File: config.mk
export PLATFORM = sky130hd
export DESIGN_NAME = processor
export DESIGN_NICKNAME = d
export VERILOG_FILES = /design/src/common/usiPkg.sv /design/src/design/usiBus/usiBus.sv /design/src/design/gpioBlock/gpioBlock.sv /design/src/design/pwmBlock/pwmBlock.sv /design/src/design/processor.sv
export SDC_FILE = /design/constraint.sdc
export NUM_CORES = 1
export LEC_CHECK = 0
export BUFFER_PORTS_ARGS = -buffer_cell sky130_fd_sc_hd__clkbuf_2
export CAP_MARGIN = 20
export CELL_PAD_IN_SITES_DETAIL_PLACEMENT = 0
export CELL_PAD_IN_SITES_GLOBAL_PLACEMENT = 2
export CORE_UTILIZATION = 36
export DETAILED_ROUTE_END_ITERATION = 10
export PLACE_DENSITY = 0.84
export SYNTH_ARGS = -nofsm -noshare
export SYNTH_HDL_FRONTEND = slang
export SYNTH_SLANG_ARGS = --single-unit
File: constraint.sdc
create_clock -name sysClk -period 5.5 [get_ports sysClk]
set_input_delay 0.55 -clock sysClk [delete_from_list [all_inputs] [get_ports sysClk]]
set_output_delay 0.55 -clock sysClk [all_outputs]
set_load 0.01 [all_outputs]
File: src/common/usiPkg.sv
// USI register bus package with command encoding, bus widths and block address map
`default_nettype none

package usiPkg;

	// ---------------------------------------------------------------------
	// Bus command
	// ---------------------------------------------------------------------
	// Held by the master for exactly one cycle per transaction
	typedef enum logic [1:0]
	{
		cmdIdle  = 2'd0,
		cmdWrite = 2'd1,
		cmdRead  = 2'd2
	} usiCmd;

	// ---------------------------------------------------------------------
	// Bus widths
	// ---------------------------------------------------------------------
	localparam int busAdrsBit   = 16;
	// Upper field picks the block
	localparam int blockAdrsBit = 8;
	// Lower field picks the register inside a block
	localparam int regAdrsBit   = 8;
	localparam int busDataBit   = 32;

	// ---------------------------------------------------------------------
	// Block address map
	// ---------------------------------------------------------------------
	localparam logic [blockAdrsBit-1:0] gpioAdrsMap = 8'h01;
	localparam logic [blockAdrsBit-1:0] pwmAdrsMap  = 8'h02;

	// GPIO register offsets
	localparam logic [regAdrsBit-1:0] gpioLedReg = 8'd0;
	localparam logic [regAdrsBit-1:0] gpioInReg  = 8'd1;

	// PWM register offsets
	localparam logic [regAdrsBit-1:0] pwmPeriodReg = 8'd0;
	localparam logic [regAdrsBit-1:0] pwmDutyReg   = 8'd1;
	localparam logic [regAdrsBit-1:0] pwmEnableReg = 8'd2;

endpackage

`default_nettype wire

File: src/design/usiBus/usiBus.sv
// USI bus interconnect decoding the block field and returning registered read data
`timescale 1ns/1ps
`default_nettype none

module usiBus
(
	// Master side
	input  wire                            sysClk,
	input  wire                            reset,
	input  wire usiPkg::usiCmd             cmd,
	input  wire [usiPkg::busAdrsBit-1:0]   adrs,
	input  wire [usiPkg::busDataBit-1:0]   wd,
	output logic [usiPkg::busDataBit-1:0]  rd,
	output logic                           rdValid,
	// GPIO side
	output logic                           gpioSel,
	output usiPkg::usiCmd                  gpioCmd,
	output logic [usiPkg::regAdrsBit-1:0]  regAdrs,
	output logic [usiPkg::busDataBit-1:0]  slvWd,
	input  wire [usiPkg::busDataBit-1:0]   gpioRd,
	input  wire                            gpioRdValid,
	// PWM side
	output logic                           pwmSel,
	output usiPkg::usiCmd                  pwmCmd,
	input  wire [usiPkg::busDataBit-1:0]   pwmRd,
	input  wire                            pwmRdValid
);

logic [usiPkg::blockAdrsBit-1:0] blockCode;
logic                            unmapRd;
logic                            unmapRdDly;
logic [usiPkg::busDataBit-1:0]   rdMux;
logic                            rdValidMux;

// ----------------------------------------------------------------------
// Block decode and command routing
// ----------------------------------------------------------------------
assign blockCode = adrs[usiPkg::busAdrsBit-1 -: usiPkg::blockAdrsBit];
assign regAdrs   = adrs[usiPkg::regAdrsBit-1:0];
// Write data fans out unchanged
assign slvWd     = wd;

assign gpioSel = (blockCode == usiPkg::gpioAdrsMap);
assign pwmSel  = (blockCode == usiPkg::pwmAdrsMap);

// Only the selected slave ever sees a command
assign gpioCmd = gpioSel ? cmd : usiPkg::cmdIdle;
assign pwmCmd  = pwmSel ? cmd : usiPkg::cmdIdle;

// ----------------------------------------------------------------------
// Unmapped reads
// ----------------------------------------------------------------------
// Nobody answers these, so the bus does
assign unmapRd = (cmd == usiPkg::cmdRead) && !gpioSel && !pwmSel;

// One stage to match the slave read register
always_ff @(posedge sysClk)
begin
	if (reset)
	begin
		unmapRdDly <= 1'b0;
	end
	else
	begin
		unmapRdDly <= unmapRd;
	end
end

// ----------------------------------------------------------------------
// Read return
// ----------------------------------------------------------------------
// OR of valid-gated slave data, unmapped contributes zero
assign rdMux      = (gpioRdValid ? gpioRd : '0) | (pwmRdValid ? pwmRd : '0);
assign rdValidMux = gpioRdValid | pwmRdValid | unmapRdDly;

always_ff @(posedge sysClk)
begin
	if (reset)
	begin
		rdValid <= 1'b0;
	end
	else
	begin
		rdValid <= rdValidMux;
	end
end

// Data only matters while rdValid is high
always_ff @(posedge sysClk)
begin
	rd <= rdMux;
end

// ----------------------------------------------------------------------
// Checks
// ----------------------------------------------------------------------
// Slave stage plus return stage
aRdLatency: assert property (@(posedge sysClk) disable iff (reset)
	rdValid |-> $past(cmd == usiPkg::cmdRead, 2))
	else $error("usiBus: rdValid without a read two cycles earlier");

// Responses must never collide in the OR mux
aOneSlaveValid: assert property (@(posedge sysClk) disable iff (reset)
	!(gpioRdValid && pwmRdValid))
	else $error("usiBus: two slaves returned data in one cycle");

aCmdKnown: assert property (@(posedge sysClk) disable iff (reset)
	!$isunknown(cmd))
	else $error("usiBus: unknown command from master");

endmodule

`default_nettype wire

File: src/design/gpioBlock/gpioBlock.sv
// GPIO slave holding the LED register and reading back synchronized inputs
`timescale 1ns/1ps
`default_nettype none

module gpioBlock #(
	parameter int pGpioInWidth = 4
)(
	input  wire                            sysClk,
	input  wire                            reset,
	// Bus side
	input  wire                            sel,
	input  wire usiPkg::usiCmd             cmd,
	input  wire [usiPkg::regAdrsBit-1:0]   regAdrs,
	input  wire [usiPkg::busDataBit-1:0]   wd,
	output logic [usiPkg::busDataBit-1:0]  rd,
	output logic                           rdValid,
	// Pins
	input  wire [pGpioInWidth-1:0]         gpioIn,
	output logic [1:0]                     led,
	output logic                           ledR,
	output logic                           ledG,
	output logic                           ledB
);

localparam int ledRegBit = 5;

logic [ledRegBit-1:0]          ledReg;
logic [pGpioInWidth-1:0]       gpioInMeta;
logic [pGpioInWidth-1:0]       gpioInSync;
logic [usiPkg::busDataBit-1:0] rdNext;

// ----------------------------------------------------------------------
// LED register
// ----------------------------------------------------------------------
always_ff @(posedge sysClk)
begin
	if (reset)
	begin
		ledReg <= '0;
	end
	else if (sel && (cmd == usiPkg::cmdWrite) && (regAdrs == usiPkg::gpioLedReg))
	begin
		ledReg <= wd[ledRegBit-1:0];
	end
end

// Bit split onto the board pins
assign led  = ledReg[1:0];
assign ledB = ledReg[2];
assign ledG = ledReg[3];
assign ledR = ledReg[4];

// Two-flop synchronizer for the async inputs
always_ff @(posedge sysClk)
begin
	gpioInMeta <= gpioIn;
	gpioInSync <= gpioInMeta;
end

// ----------------------------------------------------------------------
// Register read
// ----------------------------------------------------------------------
always_comb
begin
	rdNext = '0;
	case (regAdrs)
		usiPkg::gpioLedReg: rdNext[ledRegBit-1:0] = ledReg;
		usiPkg::gpioInReg:  rdNext[pGpioInWidth-1:0] = gpioInSync;
		// Unused offsets read as zero
		default:            rdNext = '0;
	endcase
end

always_ff @(posedge sysClk)
begin
	if (reset)
	begin
		rdValid <= 1'b0;
	end
	else
	begin
		rdValid <= sel && (cmd == usiPkg::cmdRead);
	end
end

always_ff @(posedge sysClk)
begin
	rd <= rdNext;
end

endmodule

`default_nettype wire

File: src/design/pwmBlock/pwmBlock.sv
// PWM slave generating the display backlight from period, duty and enable registers
`timescale 1ns/1ps
`default_nettype none

module pwmBlock #(
	parameter int pPwmWidth = 16
)(
	input  wire                            sysClk,
	input  wire                            reset,
	// Bus side
	input  wire                            sel,
	input  wire usiPkg::usiCmd             cmd,
	input  wire [usiPkg::regAdrsBit-1:0]   regAdrs,
	input  wire [usiPkg::busDataBit-1:0]   wd,
	output logic [usiPkg::busDataBit-1:0]  rd,
	output logic                           rdValid,
	// Backlight pin
	output logic                           backLight
);

logic [pPwmWidth-1:0]          periodReg;
logic [pPwmWidth-1:0]          dutyReg;
logic                          enableReg;
logic [pPwmWidth-1:0]          counter;
logic                          wrEn;
logic [usiPkg::busDataBit-1:0] rdNext;

// ----------------------------------------------------------------------
// Control registers
// ----------------------------------------------------------------------
assign wrEn = sel && (cmd == usiPkg::cmdWrite);

always_ff @(posedge sysClk)
begin
	if (reset)
	begin
		periodReg <= '0;
		dutyReg   <= '0;
		enableReg <= 1'b0;
	end
	else if (wrEn)
	begin
		case (regAdrs)
			usiPkg::pwmPeriodReg: periodReg <= wd[pPwmWidth-1:0];
			usiPkg::pwmDutyReg:   dutyReg   <= wd[pPwmWidth-1:0];
			usiPkg::pwmEnableReg: enableReg <= wd[0];
			default:              ;
		endcase
	end
end

// ----------------------------------------------------------------------
// Period counter and output
// ----------------------------------------------------------------------
// Runs 0..period, parked at zero while disabled
always_ff @(posedge sysClk)
begin
	if (reset || !enableReg)
	begin
		counter <= '0;
	end
	// At or above, so a smaller period applies at once
	else if (counter >= periodReg)
	begin
		counter <= '0;
	end
	else
	begin
		counter <= counter + 1'b1;
	end
end

// High for min(duty, period+1) counts per period
always_ff @(posedge sysClk)
begin
	if (reset)
	begin
		backLight <= 1'b0;
	end
	else
	begin
		backLight <= enableReg && (counter < dutyReg);
	end
end

// ----------------------------------------------------------------------
// Register read
// ----------------------------------------------------------------------
always_comb
begin
	rdNext = '0;
	case (regAdrs)
		usiPkg::pwmPeriodReg: rdNext[pPwmWidth-1:0] = periodReg;
		usiPkg::pwmDutyReg:   rdNext[pPwmWidth-1:0] = dutyReg;
		usiPkg::pwmEnableReg: rdNext[0] = enableReg;
		default:              rdNext = '0;
	endcase
end

always_ff @(posedge sysClk)
begin
	if (reset)
	begin
		rdValid <= 1'b0;
	end
	else
	begin
		rdValid <= sel && (cmd == usiPkg::cmdRead);
	end
end

always_ff @(posedge sysClk)
begin
	rd <= rdNext;
end

endmodule

`default_nettype wire

File: src/design/processor.sv
// Processor top joining the USI bus with the GPIO and PWM slaves
`timescale 1ns/1ps
`default_nettype none

module processor #(
	parameter int pPwmWidth    = 16,
	parameter int pGpioInWidth = 4
)(
	input  wire                            sysClk,
	input  wire                            reset,
	// Bus master port
	input  wire usiPkg::usiCmd             cmd,
	input  wire [usiPkg::busAdrsBit-1:0]   adrs,
	input  wire [usiPkg::busDataBit-1:0]   wd,
	output logic [usiPkg::busDataBit-1:0]  rd,
	output logic                           rdValid,
	// Board pins
	input  wire [pGpioInWidth-1:0]         gpioIn,
	output logic [1:0]                     led,
	output logic                           ledR,
	output logic                           ledG,
	output logic                           ledB,
	output logic                           backLight
);

// ----------------------------------------------------------------------
// Bus to slave wiring
// ----------------------------------------------------------------------
// Shared by both slaves
logic [usiPkg::regAdrsBit-1:0] regAdrs;
logic [usiPkg::busDataBit-1:0] slvWd;
// GPIO
logic                          gpioSel;
usiPkg::usiCmd                 gpioCmd;
logic [usiPkg::busDataBit-1:0] gpioRd;
logic                          gpioRdValid;
// PWM
logic                          pwmSel;
usiPkg::usiCmd                 pwmCmd;
logic [usiPkg::busDataBit-1:0] pwmRd;
logic                          pwmRdValid;

usiBus u_usiBus (
	.sysClk      (sysClk),
	.reset       (reset),
	.cmd         (cmd),
	.adrs        (adrs),
	.wd          (wd),
	.rd          (rd),
	.rdValid     (rdValid),
	.gpioSel     (gpioSel),
	.gpioCmd     (gpioCmd),
	.regAdrs     (regAdrs),
	.slvWd       (slvWd),
	.gpioRd      (gpioRd),
	.gpioRdValid (gpioRdValid),
	.pwmSel      (pwmSel),
	.pwmCmd      (pwmCmd),
	.pwmRd       (pwmRd),
	.pwmRdValid  (pwmRdValid)
);

// ----------------------------------------------------------------------
// Slaves
// ----------------------------------------------------------------------
gpioBlock #(
	.pGpioInWidth (pGpioInWidth)
) u_gpioBlock (
	.sysClk  (sysClk),
	.reset   (reset),
	.sel     (gpioSel),
	.cmd     (gpioCmd),
	.regAdrs (regAdrs),
	.wd      (slvWd),
	.rd      (gpioRd),
	.rdValid (gpioRdValid),
	.gpioIn  (gpioIn),
	.led     (led),
	.ledR    (ledR),
	.ledG    (ledG),
	.ledB    (ledB)
);

// Display backlight
pwmBlock #(
	.pPwmWidth (pPwmWidth)
) u_pwmBlock (
	.sysClk    (sysClk),
	.reset     (reset),
	.sel       (pwmSel),
	.cmd       (pwmCmd),
	.regAdrs   (regAdrs),
	.wd        (slvWd),
	.rd        (pwmRd),
	.rdValid   (pwmRdValid),
	.backLight (backLight)
);

endmodule

`default_nettype wire

* Word level (Yosys, flattened, before mapping)
Index checks and enable logic that the tools add are counted.
** Storage, ports and cells
- Flip-flop bits (word level) :: 120
- Input port bits :: 56
- Output and inout port bits :: 39
- Word-level logic and storage cells :: 55
** Operators by class
- $add $sub $neg :: 1
- Magnitude comparators :: 2
- Eq/ne operators :: 9
- Mux-type cells :: 7
- Bitwise operators :: 3
- Reductions and logical operators :: 17
** Operators by type and width (number)
- 32-bit OR :: 1
- 15-bit case mux with 2 select lines :: 1
- 16-bit by 1-bit adder with 16-bit output (second input constant) :: 1
- 8-bit by 1-bit == test with 1-bit output (second input constant) :: 2
- 8-bit by 2-bit == test with 1-bit output (second input constant) :: 2
- 16-bit >= comparator :: 1
- 16-bit less-than comparator :: 1
- 16-bit two-way mux :: 1
- 1-bit logical AND :: 8
- 8-bit logical NOT :: 1
- 4-bit case mux with 2 select lines :: 1
- 2-bit == test (second input constant) :: 3
- 2-bit AND reduction :: 3
- 5-bit two-way mux :: 1
- 2-bit by 1-bit == test with 1-bit output (second input constant) :: 2
- 2-bit two-way mux :: 2
- 1-bit logical NOT :: 3
- 1-bit case mux with 3 select lines :: 1
- 1-bit OR :: 2
- 2-bit OR reduction :: 1
- 1-bit logical OR :: 1

* Logic depth before layout (Yosys ltp)
Gate-level depths: netlist of run 1.
- Word-level depth :: 5
- Depth in mapped cells :: 8
- Depth with buffers taken out :: 7

* By module
Synthesis of run 1 repeated with hierarchy kept, for this count alone.
** Unflattened totals
- Cells, all modules :: 601
- Area total of the unflattened synthesis :: 5555.3 um^2
** By module, submodules not included
- pwmBlock :: times used 1, cells each 389, area each 3314.4 um^2, seq. area each 1341.3 um^2
- usiBus :: times used 1, cells each 132, area each 1408.9 um^2, seq. area each 680.7 um^2
- gpioBlock :: times used 1, cells each 80, area each 832.0 um^2, seq. area each 380.4 um^2

* Least setup slack after synthesis of run 1
Ideal clock, no wire load.
- Kind :: input -> register
- From :: input port adrs[5] in the netlist's numbering
- To :: register u_pwmBlock.periodReg[15]
- Library setup time :: 124 ps
- Arrival time :: 2070 ps
- Required time :: 5376 ps
- Slack :: 3305 ps
- Cell stages on the path :: 6
- Buffers on the path :: 1
- Cells stage by stage :: nor4_4 nand4_4 nor4_4 buf_6 mux2i_1 nor2_1
** Between the ends
- Word-level cells in the longest chain between the ends :: 2
** RTL lines
- from (decl) :: line processor.sv:13 : input wire [usiPkg::busAdrsBit-1:0] adrs,
- 8-bit logical NOT :: line pwmBlock.sv:43 : case (regAdrs)
- 2-bit AND reduction (no line)
- to (signal assigned) :: line pwmBlock.sv:44 : usiPkg::pwmPeriodReg: periodReg <= wd[pPwmWidth-1:0];
- to (decl) :: line pwmBlock.sv:21 : logic [pPwmWidth-1:0] periodReg;
No other way between the ends.
A chain may end at the register's enable or synchronous reset.

* Final worst setup path of run 1
- From :: register u_pwmBlock.counter[11]
- To :: register u_pwmBlock.counter[7]
** Between the ends
- Word-level cells in the longest chain between the ends :: 2
** RTL lines
- from (decl) :: line pwmBlock.sv:24 : logic [pPwmWidth-1:0] counter;
- from (signal assigned) :: line pwmBlock.sv:69 : counter <= counter + 1'b1;
- 16-bit >= comparator :: line pwmBlock.sv:63 : else if (counter >= periodReg)
- 2-bit OR reduction (no line)
No other way between the ends.

==> Flow_metrics.wiki, run 1 <==
{| class="wikitable"
! Metric !! Value
|-
| Vias post-DR || 3175
|-
| Num Clock Sinks || 104
|-
| DRC violations left || 0
|-
| Xor and xnor area share after synthesis || 2.76%
|-
| Worst slew slack as a fraction of its limit || 28.1%
|-
| Number of buffers inserted by hold repair at cts || 0
|-
| Initial antenna violation count || 0
|-
| Mean routed wirelength per cell || 14.2 um
|-
| Pin count of the biggest net entering global routing || 43
|-
| Chip width || 113 um
|-
| Area Growth Syn to Fin || 14.9%
|-
| Source-to-sink clock delay at the later pin of the worst-skew pair || 0.35 ns
|-
| Worst voltage drop across the vdd grid || 0.155 mV
|-
| Result of the run || complete, no violations
|-
| Critical path peak fanout || 12
|-
| Crit Path Category || register to register
|-
| Netlist area before placement || 4440 um2
|-
| Final hold vios || 0
|-
| Commonest non-fill, non-tap cell in the layout || sky130_fd_sc_hd__dfxtp_1
|-
| Via density per instance || 4.77
|-
| Power, Total || 1.42 mW
|-
| Max stage delay cell, worst path || sky130_fd_sc_hd__dfxtp_1
|-
| Wire length of the first global-routing pass || 15300 um
|-
| Total I/O pin count || 95
|-
| Path type of the worst min-delay path || input pin to register
|-
| Setup TNS || 0 ns
|-
| Top_reg_cell synth || sky130_fd_sc_hd__dfxtp_1
|-
| CP peak stage delay || 0.49 ns
|-
| Share of total power in the clock network || 44.1%
|-
| Number of synthesized register bits || 104
|-
| Vertical extent of the die || 113 um
|-
| Final clock period utilization by the worst path || 42.0%
|-
| Overall track demand over capacity in global routing || 15.5%
|-
| Share of synthesized area spent on multiplexers || 4.96%
|-
| Least-Margin Pin Slew || 1.07 ns
|-
| Number of endpoints failing setup at the final stage || 0
|-
| Count of nets after finishing || 601
|-
| Worst Clk Skew || 0.00567 ns
|-
| HPWL reported at the end of detailed placement || 6750 um
|-
| Main combinational cell family by area after synthesis || simple AND/OR/NAND/NOR gates
|-
| Net switching component of the power || 332 uW
|-
| Share of power burned in registers || 53.2%
|-
| Antenna Diode Count || 0
|-
| Nature of the critical path startpoint || register
|-
| Number of synthesis warnings || 0
|-
| CP arrival || 2.60 ns
|-
| Routed Antenna Nets || 0
|-
| Final RePlAce weighted congestion || 0.784
|-
| Clk pin slew, worst setup/hold paths || 0.08 ns
|-
| EDFF count, synth || 0
|-
| Per-instance average area after synthesis || 9.75 um2
|-
| Portion of total power attributed to combinational logic || 2.7%
|-
| LEAKAGE || 2.00 nW
|-
| TritonCTS clock tree || built
|-
| Critical path's top delay family || compound AO/OA/AOI/OAI gates
|-
| Most used cells in the layout excluding fill and tap cells || sky130_fd_sc_hd__dfxtp_1 (104), sky130_fd_sc_hd__clkbuf_2 (62), sky130_fd_sc_hd__nor2_1 (51)
|-
| Number of cell rows || 40
|-
| Number of distinct library cell variants in the gate-level netlist after synthesis || 44
|-
| Total number of H-tree levels || 3
|-
| Period minus WS final || 2.31 ns
|-
| Max-capacitance violation count || 0
|-
| Placed insts || 648
|-
| Clk root buf || sky130_fd_sc_hd__clkbuf_16
|-
| CP required || 5.79 ns
|-
| Post-Synth Adder-Cell Area || 9.03%
|-
| Post-synth ARST share || 0%
|-
| Post-CTS Resized || 0
|-
| Setup repair after global routing missed its margin || no
|-
| Starting DRC count in detailed routing || 151
|-
| Number of max-slew violations in the final report || 0
|-
| Number of I/O port buffers || 62
|-
| Core region area || 12000 um2
|-
| Buffers plus inverters on the worst setup path || 1
|-
| Cts bufs inserted || 9
|-
| Total power divided by cell area || 279 nW/um2
|-
| Area enclosed by the die boundary || 12800 um2
|-
| Sum of overflow across all layers after global routing || 0
|-
| Share of the synthesized area in compound gates (AO/OA/AOI/OAI) || 10.6%
|-
| Finished Layout Cells || 665
|-
| Sw Ratio || 23.3%
|-
| CTS Buffer Depth || 2
|-
| Share of cells above drive strength 1 || 17.4%
|-
| CP cell instances || ha_1 -> and2_0 -> a221o_1 -> a2111oi_0 -> o21ai_1 -> buf_4 -> nor2_1
|-
| Capturing element type of the critical path || register
|-
| Vias in the first global route || 3000
|-
| Simple-gate share of the synthesized area || 18.0%
|-
| P_int || 1.09 mW
|-
| Gate count after technology mapping || 455
|-
| Iteration count of the initial detailed-routing pass || 4
|-
| Buffers inserted by post-CTS timing repair || 0
|-
| Initial core utilization || 36.9%
|-
| Maximum clock frequency || 433 MHz
|-
| Wire length after detailed routing || 9430 um
|-
| Sequential-to-total area share from yosys stat || 46.9%
|}
-- worst paths after layout --
check,startpoint,to,depth (start not counted),slack [ns]
worst max-delay path,u_pwmBlock.counter[11],u_pwmBlock.counter[7],7,3.19
worst min-delay path,gpioIn[1],u_gpioBlock.gpioInMeta[1],1,0.30
worst max register to register,u_pwmBlock.counter[11],u_pwmBlock.counter[7],7,3.19
worst min register to register,u_gpioBlock.gpioInMeta[3],u_gpioBlock.gpioInSync[3],0,0.33
-- registers in the layout, indices dropped and copies added, names as in the netlist --
| name | flops |
|---|---|
| u_pwmBlock.rdValid | 1 |
| u_usiBus.rd | 16 |
| u_pwmBlock.periodReg | 16 |
| u_gpioBlock.rdValid | 1 |
| u_pwmBlock.rd | 16 |
| u_usiBus.rdValid | 1 |
| u_usiBus.unmapRdDly | 1 |
| u_pwmBlock.backLight | 1 |
| u_pwmBlock.counter | 16 |
| u_pwmBlock.dutyReg | 16 |
| u_gpioBlock.gpioInMeta | 4 |
| u_gpioBlock.ledReg | 5 |
| u_gpioBlock.rd | 5 |
| u_gpioBlock.gpioInSync | 4 |
| u_pwmBlock.enableReg | 1 |
-- per-layer routing --
| metal | vias up | wire (um) | part of all wire, % | global-route usage (%) |
|---|---|---|---|---|
| met2 | 56 | 4090 | 43 | 23.6 |
| met5 | - | 0 | 0 | 0 |
| met4 | 0 | 214 | 2.3 | 7.02 |
| met3 | 16 | 264 | 2.8 | 2.73 |
| met1 | 1472 | 4860 | 52 | 21.5 |
| li1 | 1631 | - | - | - |
-- power by group through the flow --
stage	clock (mW)	sequential, mW	combinational, mW
after floorplan	0	0.774	0.0271
after global placement	0	0.775	0.0382
after detailed placement	0	0.774	0.0391
after CTS	0.644	0.757	0.0391
after global routing	0.680	0.757	0.0421
final	0.628	0.757	0.0385
-- stage by stage --
stage	utilization (%)	hold WS (ns)	instance area [um2]	setup WS [ns]
after floorplan	-	0.310	4490	3.31
after global placement	39.9	0.314	4790	2.82
after detailed placement	39.9	0.314	4790	2.80
after CTS	42.4	0.295	5090	3.03
after global routing	42.4	0.287	5090	3.02
final	42.4	0.301	5090	3.19
-- synth_stat cells, types with 2 or more instances --
cell type,instances,area (um2)
sky130_fd_sc_hd__nor2_1,53,199
sky130_fd_sc_hd__nand3_1,8,40.0
sky130_fd_sc_hd__buf_2,2,10.0
sky130_fd_sc_hd__nand2_1,40,150
sky130_fd_sc_hd__and2_1,13,81.3
sky130_fd_sc_hd__dfxtp_1,104,2080
sky130_fd_sc_hd__xnor2_1,8,70.1
sky130_fd_sc_hd__a2111oi_0,2,17.5
sky130_fd_sc_hd__nand2b_1,8,50.1
sky130_fd_sc_hd__nor4_4,5,106
sky130_fd_sc_hd__clkbuf_1,10,37.5
sky130_fd_sc_hd__a22o_1,24,210
sky130_fd_sc_hd__nand4_1,7,43.8
sky130_fd_sc_hd__o211ai_1,2,15.0
sky130_fd_sc_hd__a21oi_1,22,110
sky130_fd_sc_hd__o21ai_0,4,20.0
sky130_fd_sc_hd__inv_1,34,128
sky130_fd_sc_hd__ha_1,32,400
sky130_fd_sc_hd__xor2_1,6,52.6
sky130_fd_sc_hd__and4_1,4,35.0
sky130_fd_sc_hd__a211oi_1,2,15.0
sky130_fd_sc_hd__a21o_1,3,22.5
sky130_fd_sc_hd__buf_6,3,33.8
sky130_fd_sc_hd__nor3_1,3,15.0
sky130_fd_sc_hd__mux2i_1,22,220
sky130_fd_sc_hd__buf_4,16,120
-- cell families after synthesis --
family	after synthesis
simple gates	150
compound gates	66
buf+inv	66
flops	104
mux	22
xor+xnor	14
other cells	1
fa+ha+maj	32
-- cell type report --
cell class / instances / area, um2
clock inverter: 7 / 73.8
inverter: 34 / 128
sequential: 104 / 2080
multi-input combinational: 300 / 2080
tap: 147 / 184
clock buffer: 9 / 225
fill: 1179 / 6920
timing repair buffer: 64 / 325
Note: power is estimated with default switching activity, not from simulation.
==> run 2: changes to the inputs <==
CORE_UTILIZATION = 33   (was 36)
PLACE_DENSITY = 0.78   (was 0.84)
clock period = 2.23 ns   (was 5.5 ns; I/O delays follow)
==> run 2 against run 1 <==
Sequential power grew 150%. Non-clock buffer count grew 18. Die area grew 8.9%. Sequential share of layout area down 1.5 points. Total power rose to 2.5 times the previous value. Routed wire length rose by 1.8%. Clock power rose to 2.6 times the previous value. Global-route usage is 0.74 points lower. Largest cell class unchanged. Highest routed layer unchanged.
==> Flow_metrics.wiki, run 2 (same netlist as run 1, synthesis figures left out) <==
{| class="wikitable"
! Metric !! Value
|-
| DRC violations left || 0 (unchanged)
|-
| Via density per instance || 4.52 (was 4.77)
|-
| Clk root buf || sky130_fd_sc_hd__clkbuf_16 (unchanged)
|-
| Sum of overflow across all layers after global routing || 0 (unchanged)
|-
| Final clock period utilization by the worst path || 94.7% (was 42.0%)
|-
| Share of cells above drive strength 1 || 19.4% (was 17.4%)
|-
| Number of max-slew violations in the final report || 0 (unchanged)
|-
| Number of I/O port buffers || 62 (unchanged)
|-
| Pin count of the biggest net entering global routing || 41 (was 43)
|-
| Num Clock Sinks || 104 (unchanged)
|-
| LEAKAGE || 2.10 nW (was 2.00 nW)
|-
| Initial core utilization || 34.4% (was 36.9%)
|-
| HPWL reported at the end of detailed placement || 6930 um (was 6750 um)
|-
| Number of filler instances in the final layout || 1304 (was 1179)
|-
| Vias in the first global route || 3088 (was 3000)
|-
| Least-Margin Pin Slew || 0.525 ns (was 1.07 ns)
|-
| Result of the run || complete, no violations (unchanged)
|-
| CP peak stage delay || 0.37 ns (was 0.49 ns)
|-
| Most used cells in the layout excluding fill and tap cells || sky130_fd_sc_hd__dfxtp_1 (102), sky130_fd_sc_hd__clkbuf_2 (62), sky130_fd_sc_hd__nor2_1 (53) (was sky130_fd_sc_hd__dfxtp_1 (104), sky130_fd_sc_hd__clkbuf_2 (62), sky130_fd_sc_hd__nor2_1 (51))
|-
| Final RePlAce weighted congestion || 0.787 (was 0.784)
|-
| CP cell instances || inv_1 -> ha_1 -> a21o_1 -> a221o_1 -> a2111oi_1 -> o21ai_1 -> buf_4 -> nor2_1 (was ha_1 -> and2_0 -> a221o_1 -> a2111oi_0 -> o21ai_1 -> buf_4 -> nor2_1)
|-
| Vias post-DR || 3197 (was 3175)
|-
| Total I/O pin count || 95 (unchanged)
|-
| Count of nets after finishing || 619 (was 601)
|-
| Path type of the worst min-delay path || input pin to register (unchanged)
|-
| Chip width || 118 um (was 113 um)
|-
| Overall track demand over capacity in global routing || 14.8% (was 15.5%)
|-
| CP arrival || 2.39 ns (was 2.60 ns)
|-
| Period minus WS final || 2.11 ns (was 2.31 ns)
|-
| Capturing element type of the critical path || register (unchanged)
|-
| Clk pin slew, worst setup/hold paths || 0.07 ns (was 0.08 ns)
|-
| Initial antenna violation count || 0 (unchanged)
|-
| Crit Path Category || register to register (unchanged)
|-
| Setup TNS || 0 ns (unchanged)
|-
| Max-capacitance violation count || 0 (unchanged)
|-
| TritonCTS clock tree || built (unchanged)
|-
| Number of cell rows || 41 (was 40)
|-
| Mean routed wirelength per cell || 13.6 um (was 14.2 um)
|-
| Critical path's top delay family || compound AO/OA/AOI/OAI gates (unchanged)
|-
| CTS Buffer Depth || 2 (unchanged)
|-
| Max stage delay cell, worst path || sky130_fd_sc_hd__dfxtp_1 (unchanged)
|-
| Core region area || 12900 um2 (was 12000 um2)
|-
| Worst slew slack as a fraction of its limit || 64.8% (was 28.1%)
|-
| Buffers plus inverters on the worst setup path || 2 (was 1)
|-
| Source-to-sink clock delay at the later pin of the worst-skew pair || 0.35 ns (about the same)
|-
| Total number of H-tree levels || 3 (unchanged)
|-
| Total power divided by cell area || 678 nW/um2 (was 279 nW/um2)
|-
| CP required || 2.51 ns (was 5.79 ns)
|-
| Antenna Diode Count || 0 (unchanged)
|-
| Area enclosed by the die boundary || 13900 um2 (was 12800 um2)
|-
| Wire length after detailed routing || 9610 um (was 9430 um)
|-
| Worst Clk Skew || 0.00610 ns (was 0.00567 ns)
|-
| Post-layout utilization of the core || 41.1% (was 42.4%)
|-
| Starting DRC count in detailed routing || 190 (was 151)
|-
| Power, Total || 3.59 mW (was 1.42 mW)
|-
| Buffers inserted by post-CTS timing repair || 0 (unchanged)
|-
| Area Growth Syn to Fin || 19.4% (was 14.9%)
|-
| Iteration count of the initial detailed-routing pass || 4 (unchanged)
|-
| Cts bufs inserted || 9 (unchanged)
|-
| Commonest non-fill, non-tap cell in the layout || sky130_fd_sc_hd__dfxtp_1 (unchanged)
|-
| Number of endpoints failing setup at the final stage || 0 (unchanged)
|-
| Maximum clock frequency || 473 MHz (was 433 MHz)
|-
| Wire length of the first global-routing pass || 16000 um (was 15300 um)
|-
| Final hold vios || 0 (unchanged)
|-
| Tightest hold margin || 0.0852 ns (was 0.301 ns)
|-
| Vertical extent of the die || 118 um (was 113 um)
|-
| Nature of the critical path startpoint || register (unchanged)
|-
| Routed Antenna Nets || 0 (unchanged)
|-
| Setup repair after global routing missed its margin || no (unchanged)
|-
| Worst voltage drop across the vdd grid || 0.333 mV (was 0.155 mV)
|-
| Critical path peak fanout || 16 (was 12)
|}
[run 2: area by class of cell]
| type | count | area [um2] | area share, % |
|---|---|---|---|
| Tap cell | 172 | 215 | 4.06 |
| Multi-Input combinational cell | 300 | 2070 | 39.2 |
| Clock buffer | 10 | 239 | 4.51 |
| Inverter | 34 | 128 | 2.41 |
| Sequential cell | 104 | 2080 | 39.4 |
| Clock inverter | 6 | 72.6 | 1.37 |
| Timing Repair Buffer | 82 | 483 | 9.12 |
[run 2: path summary, 6_finish.rpt]
kind,cells after the start,slack (ns),from,to
worst min register to register,0,0.33,u_gpioBlock.gpioInMeta[2],u_gpioBlock.gpioInSync[2]
worst min-delay path,2,0.09,cmd[0],u_usiBus.unmapRdDly
worst max register to register,8,0.12,u_pwmBlock.periodReg[9],u_pwmBlock.counter[3]
worst max-delay path,8,0.12,u_pwmBlock.periodReg[9],u_pwmBlock.counter[3]
[run 2: power by group]
part | internal (mW) | total (mW) | switching, mW
combinational | 0.0390 | 0.102 | 0.0633
clock | 0.915 | 1.62 | 0.706
sequential | 1.86 | 1.87 | 0.00241
total | 2.82 | 3.59 | 0.772
[run 2: what timing repair did]
action                                 4_1_cts  5_1_grt
endpoints found under the hold margin        4        0
gates resized for setup                      0        3
setup endpoints to repair                    0        8
hold buffers                                 4        0
[run 2: metrics by stage]
stage / area (um2) / setup WS [ns] / cells
6_report: 5300 / 0.117 / 708
4_1_cts: 5290 / 0.119 / 708
3_3_place_gp: 4940 / 0.168 / 688
5_1_grt: 5300 / 0.00143 / 708
2_1_floorplan: 4490 / 0.165 / 470
3_5_place_dp: 4940 / 0.131 / 688
[run 2: worst register-to-register path: cells and delay by family (launching register included)]
kind                     cells  cell delay, ns
AO/OA/AOI/OAI                4            1.01
flip-flops                   1            0.37
adder cells (fa/ha/maj)      1            0.29
buffers and inverters        2            0.28
AND/OR/NAND/NOR              1            0.12
[run 2: layer usage]
layer  GRT usage (%)  wire length, um
met5               0                0
met4            6.25              180
met3            3.10              332
met2            21.3             3980
met1            21.1             5120
